--- src/dptx_pkg.sv ---
// DisplayPort TX link package
// Message IDs, state and pattern enums, symbol codes and scrambler seed
// shared by the link layer modules

`default_nettype none

package dptx_pkg;

    // Message port
    localparam int MSG_DAT_W = 16;                  // Message word width

    typedef enum logic [7:0] {
        MSG_ID_CTL = 8'h10,                         // Lane count and scrambler enable
        MSG_ID_TPS = 8'h11                          // Training pattern select
    } msg_id_e;

    // Training pattern select
    typedef enum logic [1:0] {
        TPS_NONE = 2'd0,
        TPS1     = 2'd1,
        TPS2     = 2'd2
    } tps_e;

    // Active lane codes, zero is not a legal code
    typedef enum logic [1:0] {
        LANES_1 = 2'd1,
        LANES_2 = 2'd2,
        LANES_4 = 2'd3
    } act_lanes_e;

    typedef enum logic [1:0] {
        DEC_IDLE,                                   // Waiting for start of message
        DEC_CTL,
        DEC_TPS,
        DEC_SKIP                                    // Unknown ID, drop until eom
    } dec_state_e;

    // Symbols
    localparam int SYM_W = 8;
    localparam logic [SYM_W-1:0] SYM_D10_2 = 8'h4A; // TPS1 and TPS2 filler
    localparam logic [SYM_W-1:0] SYM_K28_5 = 8'hBC; // Comma
    localparam logic [SYM_W-1:0] SYM_D11_6 = 8'hCB;
    localparam logic [SYM_W-1:0] SYM_SR    = 8'h1C; // K28.0 scrambler reset

    // Scrambler and training
    localparam logic [15:0] SCRM_SEED = 16'hFFFF;
    localparam int TPS2_LEN = 10;                   // TPS2 sequence length in symbols

endpackage

`default_nettype wire

--- src/dptx_msg_dec.sv ---
// DisplayPort TX message decoder
// Takes two-word messages from the message port and holds the
// link configuration: active lane count, scrambler enable and
// training pattern select. Unknown IDs are skipped until eom.

`timescale 1ns/1ns
`default_nettype none

module dptx_msg_dec
    import dptx_pkg::*;
(
    input  logic                    lnk_clk,
    input  logic                    rst_n,

    // Message port
    input  logic                    msg_vld,
    input  logic                    msg_som,
    input  logic                    msg_eom,
    input  logic [MSG_DAT_W-1:0]    msg_dat,

    // Configuration
    output act_lanes_e              cfg_lanes,
    output logic                    cfg_scrm_en,
    output tps_e                    cfg_tps
);

    dec_state_e state;

    always_ff @(posedge lnk_clk)
    begin
        if (!rst_n)
        begin
            state       <= DEC_IDLE;
            cfg_lanes   <= LANES_1;             // Single lane after reset
            cfg_scrm_en <= 1'b0;
            cfg_tps     <= TPS_NONE;
        end
        else if (msg_vld)
        begin
            case (state)
                DEC_IDLE :
                begin
                    if (msg_som)
                    begin
                        // ID sits in the low byte
                        if (msg_dat[7:0] == MSG_ID_CTL)
                            state <= DEC_CTL;
                        else if (msg_dat[7:0] == MSG_ID_TPS)
                            state <= DEC_TPS;
                        else
                            state <= DEC_SKIP;
                    end
                end

                DEC_CTL :
                begin
                    if (msg_dat[1:0] != 2'd0)   // Code 0 is illegal, keep old count
                        cfg_lanes <= act_lanes_e'(msg_dat[1:0]);
                    cfg_scrm_en <= msg_dat[2];
                    if (msg_eom)
                        state <= DEC_IDLE;
                end

                DEC_TPS :
                begin
                    case (msg_dat[1:0])
                        2'd1    : cfg_tps <= TPS1;
                        2'd2    : cfg_tps <= TPS2;
                        default : cfg_tps <= TPS_NONE; // Reserved code falls back to main link
                    endcase
                    if (msg_eom)
                        state <= DEC_IDLE;
                end

                default :                       // DEC_SKIP
                begin
                    if (msg_eom)
                        state <= DEC_IDLE;
                end
            endcase
        end
    end

    // Framing flags only travel with a valid word
    a_flag_vld : assert property (@(posedge lnk_clk) disable iff (!rst_n)
        (msg_som || msg_eom) |-> msg_vld);

    // Sender never starts a new message before the last one ended
    a_som_idle : assert property (@(posedge lnk_clk) disable iff (!rst_n)
        (msg_vld && msg_som) |-> (state == DEC_IDLE));

endmodule

`default_nettype wire

--- src/dptx_scrm.sv ---
// DisplayPort TX scrambler, one lane
// 16-bit LFSR x^16+x^5+x^4+x^3+1, SPL symbols per clock in time order.
// A K28.0 SR symbol reloads the seed, other K symbols pass unscrambled
// but still advance the LFSR. One clock of latency.

`timescale 1ns/1ns
`default_nettype none

module dptx_scrm
    import dptx_pkg::*;
#(
    parameter int SPL = 2                           // Symbols per lane per clock
)
(
    input  logic                    lnk_clk,
    input  logic                    rst_n,
    input  logic                    en,             // Scrambler enable
    input  logic                    in_vld,
    input  logic [SPL*SYM_W-1:0]    in_dat,
    input  logic [SPL-1:0]          in_k,
    output logic [SPL*SYM_W-1:0]    out_dat,
    output logic [SPL-1:0]          out_k
);

    logic [15:0]            lfsr;
    logic [15:0]            lfsr_nxt;
    logic [SYM_W-1:0]       sym;                    // Symbol being worked on
    logic [SPL*SYM_W-1:0]   dat_nxt;

    // One LFSR step, bit 15 feeds back into taps 0, 3, 4 and 5
    function automatic logic [15:0] lfsr_step(input logic [15:0] l);
        lfsr_step = {l[14:0], l[15]};
        lfsr_step[3] = l[2] ^ l[15];
        lfsr_step[4] = l[3] ^ l[15];
        lfsr_step[5] = l[4] ^ l[15];
    endfunction

    always_comb
    begin
        lfsr_nxt = lfsr;
        dat_nxt  = '0;
        sym      = '0;
        for (int s = 0; s < SPL; s++)
        begin
            sym = in_dat[s*SYM_W +: SYM_W];
            if (in_k[s] && (sym == SYM_SR))
                lfsr_nxt = SCRM_SEED;               // Reseed after the SR itself
            else
            begin
                for (int n = 0; n < SYM_W; n++)
                begin
                    if (en && !in_k[s])             // Data only
                        sym[n] = sym[n] ^ lfsr_nxt[15];
                    lfsr_nxt = lfsr_step(lfsr_nxt);
                end
            end
            dat_nxt[s*SYM_W +: SYM_W] = sym;
        end
    end

    always_ff @(posedge lnk_clk)
    begin
        if (!rst_n)
        begin
            lfsr    <= SCRM_SEED;
            out_dat <= '0;
            out_k   <= '0;
        end
        else
        begin
            lfsr    <= lfsr_nxt;                    // Runs on idle beats too
            out_dat <= in_vld ? dat_nxt : '0;       // Idle beat stays zero
            out_k   <= in_vld ? in_k : '0;
        end
    end

    // All-zero state would lock the LFSR
    a_lfsr_live : assert property (@(posedge lnk_clk) disable iff (!rst_n)
        lfsr != 16'h0000);

endmodule

`default_nettype wire

--- src/dptx_trn.sv ---
// DisplayPort TX training pattern generator
// Passes the scrambled main link, or replaces it on all lanes with TPS1
// (D10.2) or the 10-symbol TPS2 sequence. The TPS2 phase is shared by
// all lanes and restarts whenever TPS2 is freshly selected.

`timescale 1ns/1ns
`default_nettype none

module dptx_trn
    import dptx_pkg::*;
#(
    parameter int LANES = 4,
    parameter int SPL   = 2
)
(
    input  logic                        lnk_clk,
    input  logic                        rst_n,
    input  tps_e                        tps,        // Pattern select
    input  logic [LANES*SPL*SYM_W-1:0]  in_dat,     // From scramblers
    input  logic [LANES*SPL-1:0]        in_k,
    output logic [LANES*SPL*SYM_W-1:0]  out_dat,
    output logic [LANES*SPL-1:0]        out_k
);

    logic [3:0]             phase;                  // TPS2 position of symbol 0
    logic [3:0]             phase_nxt;
    logic [3:0]             idx;
    logic [SPL*SYM_W-1:0]   tps2_dat;               // One lane worth of TPS2
    logic [SPL-1:0]         tps2_k;

    // K28.5 D11.6 K28.5 D11.6 then six D10.2, K flag on K28.5 only
    function automatic logic [SYM_W:0] tps2_sym(input logic [3:0] i);
        case (i)
            4'd0, 4'd2 : tps2_sym = {1'b1, SYM_K28_5};
            4'd1, 4'd3 : tps2_sym = {1'b0, SYM_D11_6};
            default    : tps2_sym = {1'b0, SYM_D10_2};
        endcase
    endfunction

    always_comb
    begin
        tps2_dat = '0;
        tps2_k   = '0;
        idx      = '0;
        for (int s = 0; s < SPL; s++)
        begin
            idx = phase + 4'(s);
            if (idx >= 4'(TPS2_LEN))                // Wrap within this beat
                idx = idx - 4'(TPS2_LEN);
            {tps2_k[s], tps2_dat[s*SYM_W +: SYM_W]} = tps2_sym(idx);
        end
        phase_nxt = phase + 4'(SPL);
        if (phase_nxt >= 4'(TPS2_LEN))
            phase_nxt = phase_nxt - 4'(TPS2_LEN);
    end

    always_ff @(posedge lnk_clk)
    begin
        if (!rst_n)
        begin
            phase   <= '0;
            out_dat <= '0;
            out_k   <= '0;
        end
        else
        begin
            case (tps)
                TPS1 :
                begin
                    out_dat <= {(LANES*SPL){SYM_D10_2}};
                    out_k   <= '0;
                    phase   <= '0;
                end
                TPS2 :
                begin
                    out_dat <= {LANES{tps2_dat}};   // Same pattern on every lane
                    out_k   <= {LANES{tps2_k}};
                    phase   <= phase_nxt;
                end
                default :                           // Main link
                begin
                    out_dat <= in_dat;
                    out_k   <= in_k;
                    phase   <= '0;                  // Next TPS2 starts at K28.5
                end
            endcase
        end
    end

endmodule

`default_nettype wire

--- src/dptx_skew.sv ---
// DisplayPort TX lane skew
// Delays one lane by LANE clocks and blanks it when the lane
// is outside the active lane count

`timescale 1ns/1ns
`default_nettype none

module dptx_skew
    import dptx_pkg::*;
#(
    parameter int LANE = 0,                         // Lane index, also the delay
    parameter int SPL  = 2
)
(
    input  logic                    lnk_clk,
    input  logic                    rst_n,
    input  act_lanes_e              lanes,          // Active lane count
    input  logic [SPL*SYM_W-1:0]    in_dat,
    input  logic [SPL-1:0]          in_k,
    output logic [SPL*SYM_W-1:0]    out_dat,
    output logic [SPL-1:0]          out_k
);

    logic [SPL*SYM_W-1:0]   dly_dat;
    logic [SPL-1:0]         dly_k;
    logic                   lane_act;

    generate
        if (LANE == 0)
        begin : gen_direct
            assign dly_dat = in_dat;                // Lane 0 has no skew
            assign dly_k   = in_k;
        end
        else
        begin : gen_chain
            logic [SPL*SYM_W-1:0]   dat_q [LANE];
            logic [SPL-1:0]         k_q   [LANE];

            always_ff @(posedge lnk_clk)
            begin
                if (!rst_n)
                begin
                    for (int d = 0; d < LANE; d++)
                    begin
                        dat_q[d] <= '0;
                        k_q[d]   <= '0;
                    end
                end
                else
                begin
                    dat_q[0] <= in_dat;
                    k_q[0]   <= in_k;
                    for (int d = 1; d < LANE; d++)
                    begin
                        dat_q[d] <= dat_q[d-1];
                        k_q[d]   <= k_q[d-1];
                    end
                end
            end

            assign dly_dat = dat_q[LANE-1];
            assign dly_k   = k_q[LANE-1];
        end
    endgenerate

    // Lane count codes map to 1, 2 and 4 lanes
    always_comb
    begin
        case (lanes)
            LANES_4 : lane_act = (LANE < 4);
            LANES_2 : lane_act = (LANE < 2);
            default : lane_act = (LANE < 1);
        endcase
    end

    assign out_dat = lane_act ? dly_dat : '0;       // Idle lanes drive zero
    assign out_k   = lane_act ? dly_k : '0;

endmodule

`default_nettype wire

--- src/dptx_lnk.sv ---
// DisplayPort TX link layer, single stream
// Input register, message decoder, per-lane scramblers, training
// pattern generator and per-lane skew. Lane l symbol s sits at flat
// index l*SPL+s. Lane i latency is 3+i clocks.

`timescale 1ns/1ns
`default_nettype none

module dptx_lnk
    import dptx_pkg::*;
#(
    parameter int LANES = 4,                        // 1, 2 or 4
    parameter int SPL   = 2                         // Symbols per lane per clock
)
(
    input  logic                        lnk_clk,
    input  logic                        rst_n,

    // Message port
    input  logic                        msg_vld,
    input  logic                        msg_som,
    input  logic                        msg_eom,
    input  logic [MSG_DAT_W-1:0]        msg_dat,

    // Link input
    input  logic                        src_vld,
    input  logic [LANES*SPL*SYM_W-1:0]  src_dat,
    input  logic [LANES*SPL-1:0]        src_k,

    // Link output to PHY
    output logic [LANES*SPL*SYM_W-1:0]  lnk_dat,
    output logic [LANES*SPL-1:0]        lnk_k
);

    localparam int LW = SPL*SYM_W;                  // Bits per lane

    act_lanes_e                     cfg_lanes;
    logic                           cfg_scrm_en;
    tps_e                           cfg_tps;

    logic                           src_vld_q;
    logic [LANES*SPL*SYM_W-1:0]     src_dat_q;
    logic [LANES*SPL-1:0]           src_k_q;
    logic [LANES*SPL*SYM_W-1:0]     scrm_dat;
    logic [LANES*SPL-1:0]           scrm_k;
    logic [LANES*SPL*SYM_W-1:0]     trn_dat;
    logic [LANES*SPL-1:0]           trn_k;

    // Input register, idle beats read as zero data with K clear
    always_ff @(posedge lnk_clk)
    begin
        if (!rst_n)
        begin
            src_vld_q <= 1'b0;
            src_dat_q <= '0;
            src_k_q   <= '0;
        end
        else
        begin
            src_vld_q <= src_vld;
            src_dat_q <= src_vld ? src_dat : '0;
            src_k_q   <= src_vld ? src_k : '0;
        end
    end

    dptx_msg_dec dec_i
    (
        .lnk_clk     (lnk_clk),
        .rst_n       (rst_n),
        .msg_vld     (msg_vld),
        .msg_som     (msg_som),
        .msg_eom     (msg_eom),
        .msg_dat     (msg_dat),
        .cfg_lanes   (cfg_lanes),
        .cfg_scrm_en (cfg_scrm_en),
        .cfg_tps     (cfg_tps)
    );

    // One scrambler per lane
    for (genvar l = 0; l < LANES; l++)
    begin : gen_scrm
        dptx_scrm #(.SPL (SPL)) scrm_i
        (
            .lnk_clk (lnk_clk),
            .rst_n   (rst_n),
            .en      (cfg_scrm_en),
            .in_vld  (src_vld_q),
            .in_dat  (src_dat_q[l*LW +: LW]),
            .in_k    (src_k_q[l*SPL +: SPL]),
            .out_dat (scrm_dat[l*LW +: LW]),
            .out_k   (scrm_k[l*SPL +: SPL])
        );
    end

    dptx_trn #(.LANES (LANES), .SPL (SPL)) trn_i
    (
        .lnk_clk (lnk_clk),
        .rst_n   (rst_n),
        .tps     (cfg_tps),
        .in_dat  (scrm_dat),
        .in_k    (scrm_k),
        .out_dat (trn_dat),
        .out_k   (trn_k)
    );

    // Lane i delayed by i clocks, inactive lanes blanked
    for (genvar l = 0; l < LANES; l++)
    begin : gen_skew
        dptx_skew #(.LANE (l), .SPL (SPL)) skew_i
        (
            .lnk_clk (lnk_clk),
            .rst_n   (rst_n),
            .lanes   (cfg_lanes),
            .in_dat  (trn_dat[l*LW +: LW]),
            .in_k    (trn_k[l*SPL +: SPL]),
            .out_dat (lnk_dat[l*LW +: LW]),
            .out_k   (lnk_k[l*SPL +: SPL])
        );
    end

endmodule

`default_nettype wire

--- config.mk ---
export PLATFORM = sky130hd
export DESIGN_NAME = dptx_lnk
export DESIGN_NICKNAME = d
export VERILOG_FILES = /design/src/dptx_pkg.sv /design/src/dptx_msg_dec.sv /design/src/dptx_scrm.sv /design/src/dptx_trn.sv /design/src/dptx_skew.sv /design/src/dptx_lnk.sv
export SDC_FILE = /design/constraint.sdc
export NUM_CORES = 1
export LEC_CHECK = 0
export ABC_AREA = 0
export BUFFER_PORTS_ARGS = -buffer_cell sky130_fd_sc_hd__clkbuf_2
export CAP_MARGIN = 20
export CORE_UTILIZATION = 50
export DETAILED_ROUTE_END_ITERATION = 8
export PLACE_DENSITY_LB_ADDON = 0.3
export SYNTH_ARGS = -nofsm -noshare
export SYNTH_HDL_FRONTEND = slang
export SYNTH_HIERARCHICAL = 1
export SYNTH_SLANG_ARGS = --single-unit
--- constraint.sdc ---
create_clock -name lnk_clk -period 3.55 [get_ports lnk_clk]
set_input_delay 0.71 -clock lnk_clk [delete_from_list [all_inputs] [get_ports lnk_clk]]
set_output_delay 0.71 -clock lnk_clk [all_outputs]
set_load 0.05 [all_outputs]
==> results.py, run 1 <==
metrics = {
    "floorplan": {
        "die_h_um": 174,
        "core_sq_um": 28900,
        "initial_core_util_pct": 51.1,
        "fp.dieW_um": 174,
        "num_rows": 62,
        "dieArea_sq_um": 30200,
        "top_level_ports": 166,
    },
    "cts": {
        "clk_path_buf_depth": 3,
        "cts_root_buffer": "clkbuf_16",
        "cts_setup_buffers": 0,
        "cts.sinks": 399,
        "htree_levels": 2,
        "hold_buffers": 0,
        "cts_resized": 0,
        "cts_tree": "done",
        "clk_pin_slew_ns": 0.06,
        "cts-buffers-inserted": 39,
        "insertion_delay_ns": 0.53,
    },
    "yosys": {
        "postSynthNetCount": 1491,
        "synth-compound-area-share_pct": 5.68,
        "synth_mux_area_share_pct": 0.204,
        "synth_cell_type_count": 50,
        "ys_ff_latch": 399,
        "synth_edf_count": 0,
        "synth_top_family_by_area": "simple AND/OR/NAND/NOR gates",
        "synth-simple-area-share_pct": 21.0,
        "synth_warnings": 6,
        "syn_avg_cell_area_sq_um": 10.6,
        "synth_xor_area_share_pct": 14.2,
        "async_reset_ff_share_pct": 0,
        "synth_ff_type": "dfxtp_1",
        "synth_adder_area_share_pct": 0.509,
        "yosysSeqAreaShare_pct": 54.1,
        "syn_area_sq_um": 14800,
        "synthesis.instances": 1391,
    },
    "sta": {
        "clock_skew_ns": 0.00905,
        "max-slew-margin-rel_pct": 26.9,
        "fin_tns_setup_ns": 0,
        "finalCritPeriodShare_pct": 75.8,
        "final-hold-violation-count": 0,
        "drv_slew": 0,
        "max_freq_mhz": 372,
        "period_minus_slack_ns": 2.69,
        "worst_pin_slew_ns": 1.09,
        "grt_setup_unrepaired": "no",
        "finalSetupViolCount": 0,
    },
    "pwr": {
        "intPower_w": 0.00917,
        "vdd_drop_max_mv": 0.373,
        "p_per_area_nw_per_um2": 780,
        "p_clk_share_pct": 31.4,
        "seqPwrFrac_pct": 41.1,
        "combinationalPowerShare_pct": 27.5,
        "finalPower_w": 0.0132,
        "net-switching-power_w": 0.00399,
        "swShare_pct": 30.3,
        "p_leak_nw": 7.22,
    },
    "critical_path": {
        "crit_arrival_ns": 1.98,
        "r2r-start": "dec_i/cfg_tps[0]",
        "critical-path-max-stage-delay_ns": 0.85,
        "required_ns": 2.84,
        "start_kind": "register",
        "critical_path_class": "reg -> out",
        "crit_chain": "and3_2 -> clkbuf_2",
        "cp-end-kind": "output pin",
        "worstSetupStartpoint": "dec_i/cfg_lanes[0]",
        "cp_max_fo": 37,
        "crit_path_top_delay_cell": "dfxtp_1",
        "cp_top_family": "flip-flops",
        "cp_num_buf_inv": 1,
    },
    "layout": {
        "final_cell_mix": "dfxtp_1, clkbuf_2, xnor2_1",
        "syn2layout_area_growth_pct": 14.5,
        "drive_gt1_share_pct": 29.1,
        "layout.nets": 1607,
        "layout_commonest_cell": "dfxtp_1",
        "antenna_cells": 0,
    },
    "placed_design": {
        "gp_congestion": 0.881,
        "dp_hpwl_um": 20200,
        "io_buffers": 157,
    },
    "global_route": {
        "grt_pass1_wl_um": 46300,
        "overflow": 0,
        "grt_pass1_vias": 8969,
        "gr-usage-all-layers_pct": 19.0,
        "grt_max_degree": 74,
        "antenna_found_initial": 1,
    },
    "detailed_routing": {
        "ant_nets": 0,
        "first_pass_iters": 5,
        "vias_per_cell": 4.78,
        "drt-initial-drc-count": 663,
        "via_count": 9175,
        "wl_um": 28500,
        "met2_length_um": 12200,
        "drc": 0,
        "top_layer_used": "met4",
        "wl_met3_um": 1400,
        "wl_per_cell_um": 14.8,
        "wl_met1_um": 14300,
    },
    "job": {
        "cap_viol_max_count": 0,
    },
    "min_path": {
        "worstHoldPathType": "in -> reg",
        "hold_start": "src_dat[35]",
    },
    "run_status": {
        "status": "finished clean",
    },
}
cells in the mapped netlist, types with 27 or more instances:
| cell | instances | area share, % |
|---|---|---|
| dfxtp_1 | 399 | 54 |
| and3_2 | 39 | 2.0 |
| and2_2 | 121 | 6.2 |
| and3_1 | 97 | 4.1 |
| nor2_1 | 68 | 1.7 |
| nand2_1 | 102 | 2.6 |
| o21ai_0 | 37 | 1.3 |
| xor2_1 | 93 | 5.5 |
| xnor2_1 | 124 | 7.4 |
| o21ai_1 | 43 | 1.5 |
| buf_2 | 27 | 0.92 |
layer usage:
metal / track usage [%] / up-vias
met1: 27.2 / 4171
met2: 29.0 / 225
li1: - / 4741
met3: 3.49 / 38
met5: 0 / -
met4: 5.34 / 0
worst reg2reg max path, stage by stage (launching register included):
cell,delay (ns)
dfxtp_1,0.36
inv_1,0.05
ha_1,0.65
buf_4,0.31
and2_1,0.46
buf_4,0.29
nand2_1,0.07
o21ai_1,0.08
power by group through the flow:
stage	Clock, W	Sequential [W]	Combinational, W
final	0.00413	0.00541	0.00362
after global routing	0.00442	0.00546	0.00400
after CTS	0.00423	0.00541	0.00362
after detailed placement	0	0.00551	0.00358
after global placement	0	0.00550	0.00346
after floorplan	0	0.00526	0.00324
layout make-up:
cell class,count,area [sq um]
Fill cell,2514,12000
Clock inverter,20,231
Clock buffer,51,1100
Sequential cell,399,7990
Timing Repair Buffer,171,910
Multi-Input combinational cell,887,6150
Tap cell,384,480
Inverter,9,33.8
logic make-up (layout without fill, tap and decap cells):
group | count (synthesis) | in the layout
buffers and inverters | 105 | 251
multiplexers | 3 | 3
adder cells (fa/ha/maj) | 6 | 6
AND/OR/NAND/NOR | 517 | 517
XOR/XNOR | 229 | 229
AO/OA/AOI/OAI | 132 | 132
flip-flops | 399 | 399
registers in the layout, summed over array words and instances, names as in the netlist:
signal,count
src_vld_q,1
trn_i/out_dat,64
src_dat_q,64
gen_scrm.scrm_i/out_dat,64
dec_i/state,2
gen_scrm.scrm_i/out_k,8
gen_scrm.scrm_i/lfsr,64
gen_skew.skew_i/gen_chain.k_q,12
dec_i/cfg_tps,2
trn_i/out_k,8
dec_i/cfg_lanes,2
dec_i/cfg_scrm_en,1
src_k_q,8
trn_i/phase,3
gen_skew.skew_i/gen_chain.dat_q,96
per-stage QoR:
step           hold WS [ns]  area, sq um  setup slack [ns]  util (%)  cells
6_report              0.418        16900             0.860      58.5   1921
5_1_grt               0.410        16900             0.708      58.5   1921
4_1_cts               0.399        16900             0.819      58.5   1920
3_5_place_dp          0.409        15500              1.07      53.8   1849
3_3_place_gp          0.410        15500              1.09      53.8   1849
2_1_floorplan         0.405        14800              1.58         -   1391
final timing paths:
kind | cells past startpoint | to | slack (ns)
setup / recovery | 2 | lnk_dat[38] | 0.86
hold / removal | 2 | src_dat_q[35] | 0.42
setup reg to reg | 7 | trn_i/out_dat[23] | 1.20
hold reg to reg | 1 | gen_skew[1].skew_i/gen_chain.dat_q[0][9] | 0.43
Note: power is estimated with default switching activity, not from simulation.
==> run 2, diff against run 1 <==
==> constraint.sdc (replaced) <==
create_clock -name lnk_clk -period 2.7 [get_ports lnk_clk]
set_input_delay 0.54 -clock lnk_clk [delete_from_list [all_inputs] [get_ports lnk_clk]]
set_output_delay 0.54 -clock lnk_clk [all_outputs]
set_load 0.05 [all_outputs]
==> results.py, run 2 (same netlist as run 1, synthesis figures left out) <==
metrics = {
    "layout": {
        "utilization_pct": 58.5,
        "layout.nets": 1614,
        "drive_gt1_share_pct": 29.0,
        "layout_commonest_cell": "dfxtp_1",
        "fin_area_sq_um": 16900,
        "final_cell_mix": "dfxtp_1, clkbuf_2, xnor2_1",
        "antenna_cells": 0,
        "top_register": "gen_skew.skew_i/gen_chain.dat_q",
        "final_cells": 1925,
        "syn2layout_area_growth_pct": 14.4,
        "largest_reg_flops": 96,
    },
    "cts": {
        "clk_pin_slew_ns": 0.06,
        "cts_resized": 0,
        "htree_levels": 2,
        "clk_path_buf_depth": 3,
        "cts-buffers-inserted": 39,
        "cts_tree": "done",
        "hold_buffers": 0,
        "cts.sinks": 399,
        "cts_setup_buffers": 0,
        "insertion_delay_ns": 0.53,
        "cts_root_buffer": "clkbuf_16",
    },
    "detailed_routing": {
        "drc": 0,
        "drt-initial-drc-count": 692,
        "wl_um": 28700,
        "ant_nets": 0,
        "first_pass_iters": 4,
        "vias_per_cell": 4.79,
        "wl_per_cell_um": 14.9,
        "via_count": 9227,
    },
    "sta": {
        "grt_setup_unrepaired": "no",
        "clock_skew_ns": 0.0101,
        "worst_pin_slew_ns": 1.03,
        "max_freq_mhz": 431,
        "finalCritPeriodShare_pct": 85.9,
        "worst_hold_slack_ns": 0.249,
        "period_minus_slack_ns": 2.32,
        "drv_slew": 0,
        "fin_tns_setup_ns": 0,
        "max-slew-margin-rel_pct": 31.6,
        "finalSetupViolCount": 0,
        "final-hold-violation-count": 0,
    },
    "floorplan": {
        "dieArea_sq_um": 30200,
        "core_sq_um": 28900,
        "top_level_ports": 166,
        "initial_core_util_pct": 51.1,
        "fp.dieW_um": 174,
        "die_h_um": 174,
        "num_rows": 62,
    },
    "min_path": {
        "worstHoldPathType": "in -> reg",
    },
    "placed_design": {
        "gp_congestion": 0.879,
        "dp_hpwl_um": 20500,
        "placed_area_sq_um": 15600,
        "placed_cells": 1857,
        "io_buffers": 157,
    },
    "critical_path": {
        "required_ns": 2.16,
        "critical_path_class": "reg -> out",
        "cp-end-kind": "output pin",
        "crit_arrival_ns": 1.78,
        "start_kind": "register",
        "cp_max_fo": 55,
    },
    "global_route": {
        "antenna_found_initial": 0,
        "grt_max_degree": 74,
        "overflow": 0,
        "grt_pass1_wl_um": 46300,
        "grt_pass1_vias": 9003,
        "gr-usage-all-layers_pct": 19.1,
    },
    "pwr": {
        "vdd_drop_max_mv": 0.413,
        "p_per_area_nw_per_um2": 1020,
        "p_leak_nw": 7.23,
    },
    "run_status": {
        "status": "finished clean",
    },
    "job": {
        "cap_viol_max_count": 0,
    },
}
==> run 2: routing by layer <==
metal	routed length [um]	GRT usage [%]
met5	0	0
met2	12300	29.2
met1	14500	27.3
met3	1310	3.20
met4	603	6.21
==> run 2: final cells by class <==
| type | count | area [sq um] |
|---|---|---|
| Sequential cell | 399 | 7990 |
| Multi-Input combinational cell | 887 | 6140 |
| Fill cell | 2473 | 12000 |
| Inverter | 9 | 33.8 |
| Tap cell | 384 | 480 |
| Clock inverter | 18 | 218 |
| Clock buffer | 50 | 1070 |
| Timing Repair Buffer | 178 | 950 |
==> run 2: final timing paths <==
path,from,endpoint,slack [ns],cells past startpoint
worst max register to register,dec_i/cfg_tps[0],trn_i/out_dat[22],0.84,5
worst min register to register,gen_scrm[0].scrm_i/out_dat[2],trn_i/out_dat[2],0.43,2
worst max-delay path,dec_i/cfg_lanes[1],lnk_dat[25],0.38,3
worst min-delay path,src_dat[31],src_dat_q[31],0.25,2
==> run 2: critical path: stages (launching register included) <==
cell      delay [ns]
dfxtp_1         0.31
buf_4           0.37
and2_2          0.26
clkbuf_2        0.28
==> run 2: per-stage QoR <==
stage	setup WS, ns	power, W
2_1_floorplan	0.898	0.0112
3_3_place_gp	0.827	0.0118
3_5_place_dp	0.744	0.0119
4_1_cts	0.334	0.0173
5_1_grt	0.282	0.0181
6_report	0.380	0.0172
==> run 2: where the power goes <==
part | switching, W | total [W] | internal (W)
sequential | 0.000666 | 0.00711 | 0.00644
clock | 0.00217 | 0.00536 | 0.00320
combinational | 0.00231 | 0.00472 | 0.00241
total | 0.00514 | 0.0172 | 0.0121
==> run 3, diff against run 2 <==
--- a/config.mk
+++ b/config.mk
@@ -6,12 +6,13 @@
 export NUM_CORES = 1
 export LEC_CHECK = 0
 export ABC_AREA = 0
-export BUFFER_PORTS_ARGS = -buffer_cell sky130_fd_sc_hd__clkbuf_2
 export CAP_MARGIN = 20
 export CORE_UTILIZATION = 50
 export DETAILED_ROUTE_END_ITERATION = 8
+export DONT_BUFFER_PORTS = 1
 export PLACE_DENSITY_LB_ADDON = 0.3
 export SYNTH_ARGS = -nofsm -noshare
 export SYNTH_HDL_FRONTEND = slang
 export SYNTH_HIERARCHICAL = 1
 export SYNTH_SLANG_ARGS = --single-unit
+export TNS_END_PERCENT = 5
==> results.py, run 3 (same netlist as run 1, synthesis figures left out) <==
metrics = {
    "run_status": {
        "status": "finished clean",
    },
    "sta": {
        "drv_slew": 0,
        "finalCritPeriodShare_pct": 78.8,
        "max_freq_mhz": 470,
        "fin_tns_setup_ns": 0,
        "finalSetupViolCount": 0,
        "grt_setup_unrepaired": "no",
        "max-slew-margin-rel_pct": 45.6,
        "final-hold-violation-count": 0,
        "clock_skew_ns": 0.0168,
        "worst_hold_slack_ns": 0.166,
        "worst_pin_slew_ns": 0.816,
        "period_minus_slack_ns": 2.13,
    },
    "cts": {
        "insertion_delay_ns": 0.53,
        "cts_root_buffer": "clkbuf_16",
        "clk_pin_slew_ns": 0.06,
        "hold_buffers": 0,
        "cts_resized": 0,
        "cts_tree": "done",
        "clk_path_buf_depth": 3,
        "cts-buffers-inserted": 39,
        "htree_levels": 2,
        "cts.sinks": 399,
        "cts_setup_buffers": 0,
    },
    "global_route": {
        "grt_pass1_vias": 8334,
        "gr-usage-all-layers_pct": 18.4,
        "overflow": 0,
        "antenna_found_initial": 1,
        "grt_pass1_wl_um": 44500,
        "grt_max_degree": 254,
    },
    "pwr": {
        "finalPower_w": 0.0172,
        "p_leak_nw": 6.72,
        "vdd_drop_max_mv": 0.547,
        "p_per_area_nw_per_um2": 1060,
    },
    "critical_path": {
        "cp_max_fo": 46,
        "critical_path_class": "reg -> out",
        "critical-path-max-stage-delay_ns": 0.33,
        "required_ns": 2.16,
        "cp_top_family": "buffers and inverters",
        "cp_num_buf_inv": 2,
        "crit_chain": "buf_4 -> and3_1 -> buf_4",
        "start_kind": "register",
        "crit_path_top_delay_cell": "dfxtp_1",
        "crit_arrival_ns": 1.59,
        "cp-end-kind": "output pin",
        "cp_common_cell": "buf_4",
    },
    "detailed_routing": {
        "wl_um": 27700,
        "via_count": 8655,
        "drt-initial-drc-count": 535,
        "wl_per_cell_um": 15.4,
        "vias_per_cell": 4.82,
        "ant_nets": 0,
        "first_pass_iters": 5,
        "drc": 0,
    },
    "floorplan": {
        "die_h_um": 174,
        "dieArea_sq_um": 30200,
        "top_level_ports": 166,
        "core_sq_um": 28900,
        "fp.dieW_um": 174,
        "initial_core_util_pct": 51.1,
        "num_rows": 62,
    },
    "layout": {
        "ff_latch_area_sq_um": 7990,
        "largest_reg_flops": 96,
        "top_register": "gen_skew.skew_i/gen_chain.dat_q",
        "multi_input_area_sq_um": 6140,
        "final_cell_mix": "dfxtp_1, xnor2_1, and2_2",
        "antenna_cells": 0,
        "layout_commonest_cell": "dfxtp_1",
        "syn2layout_area_growth_pct": 10.7,
        "layout.nets": 1482,
        "drive_gt1_share_pct": 22.5,
        "fillers": 2505,
    },
    "job": {
        "cap_viol_max_count": 0,
    },
    "min_path": {
        "worstHoldPathType": "in -> reg",
    },
    "placed_design": {
        "gp_congestion": 0.881,
        "io_buffers": 0,
        "dp_hpwl_um": 19300,
    },
}
## run 3: changes by cell type in the layout (fill, tap and decap cells not counted), sizes merged
| cell | change |
|---|---|
| clkbuf | -150 |
| buf | +24 |
| clkinvlp | -1 |
| clkinv | -4 |
## run 3: per-layer routing
metal / GRT usage [%] / part of all wire (%)
met2: 27.3 / 43
met4: 5.52 / 1.8
met5: 0 / 0
met3: 4.17 / 5.0
met1: 26.4 / 51
## run 3: worst paths after layout
path                                                     from           endpoint  slack, ns  depth (start not counted)
worst max-delay path                       dec_i/cfg_lanes[1]        lnk_dat[60]       0.57                          3
worst max register to register                 trn_i/phase[1]  trn_i/out_dat[31]       0.86                          5
worst min register to register  gen_scrm[2].scrm_i/out_dat[9]  trn_i/out_dat[41]       0.42                          1
worst min-delay path                                  src_vld          src_vld_q       0.17                          1
## run 3: cell type report
| type | count | share of cell area, % |
|---|---|---|
| tap | 384 | 2.94 |
| inverter | 9 | 0.207 |
| multi-input combinational | 887 | 37.6 |
| clock buffer | 56 | 7.11 |
| timing repair buffer | 46 | 2.11 |
| sequential | 399 | 48.9 |
| clock inverter | 13 | 1.14 |
## run 3: power breakdown
part / switching, W / internal (W)
registers: 0.000673 / 0.00644
clock network: 0.00215 / 0.00338
logic: 0.00222 / 0.00236
## run 3: per-stage QoR
step                worst slack [ns]  cells  area [sq um]  util [%]
floorplan                      0.898   1391         14800         -
global placement               0.892   1725         15000      51.9
detailed placement             0.851   1725         15000      51.9
CTS                            0.525   1794         16300      56.6
global route                   0.480   1794         16300      56.6
finish                         0.572   1794         16300      56.6
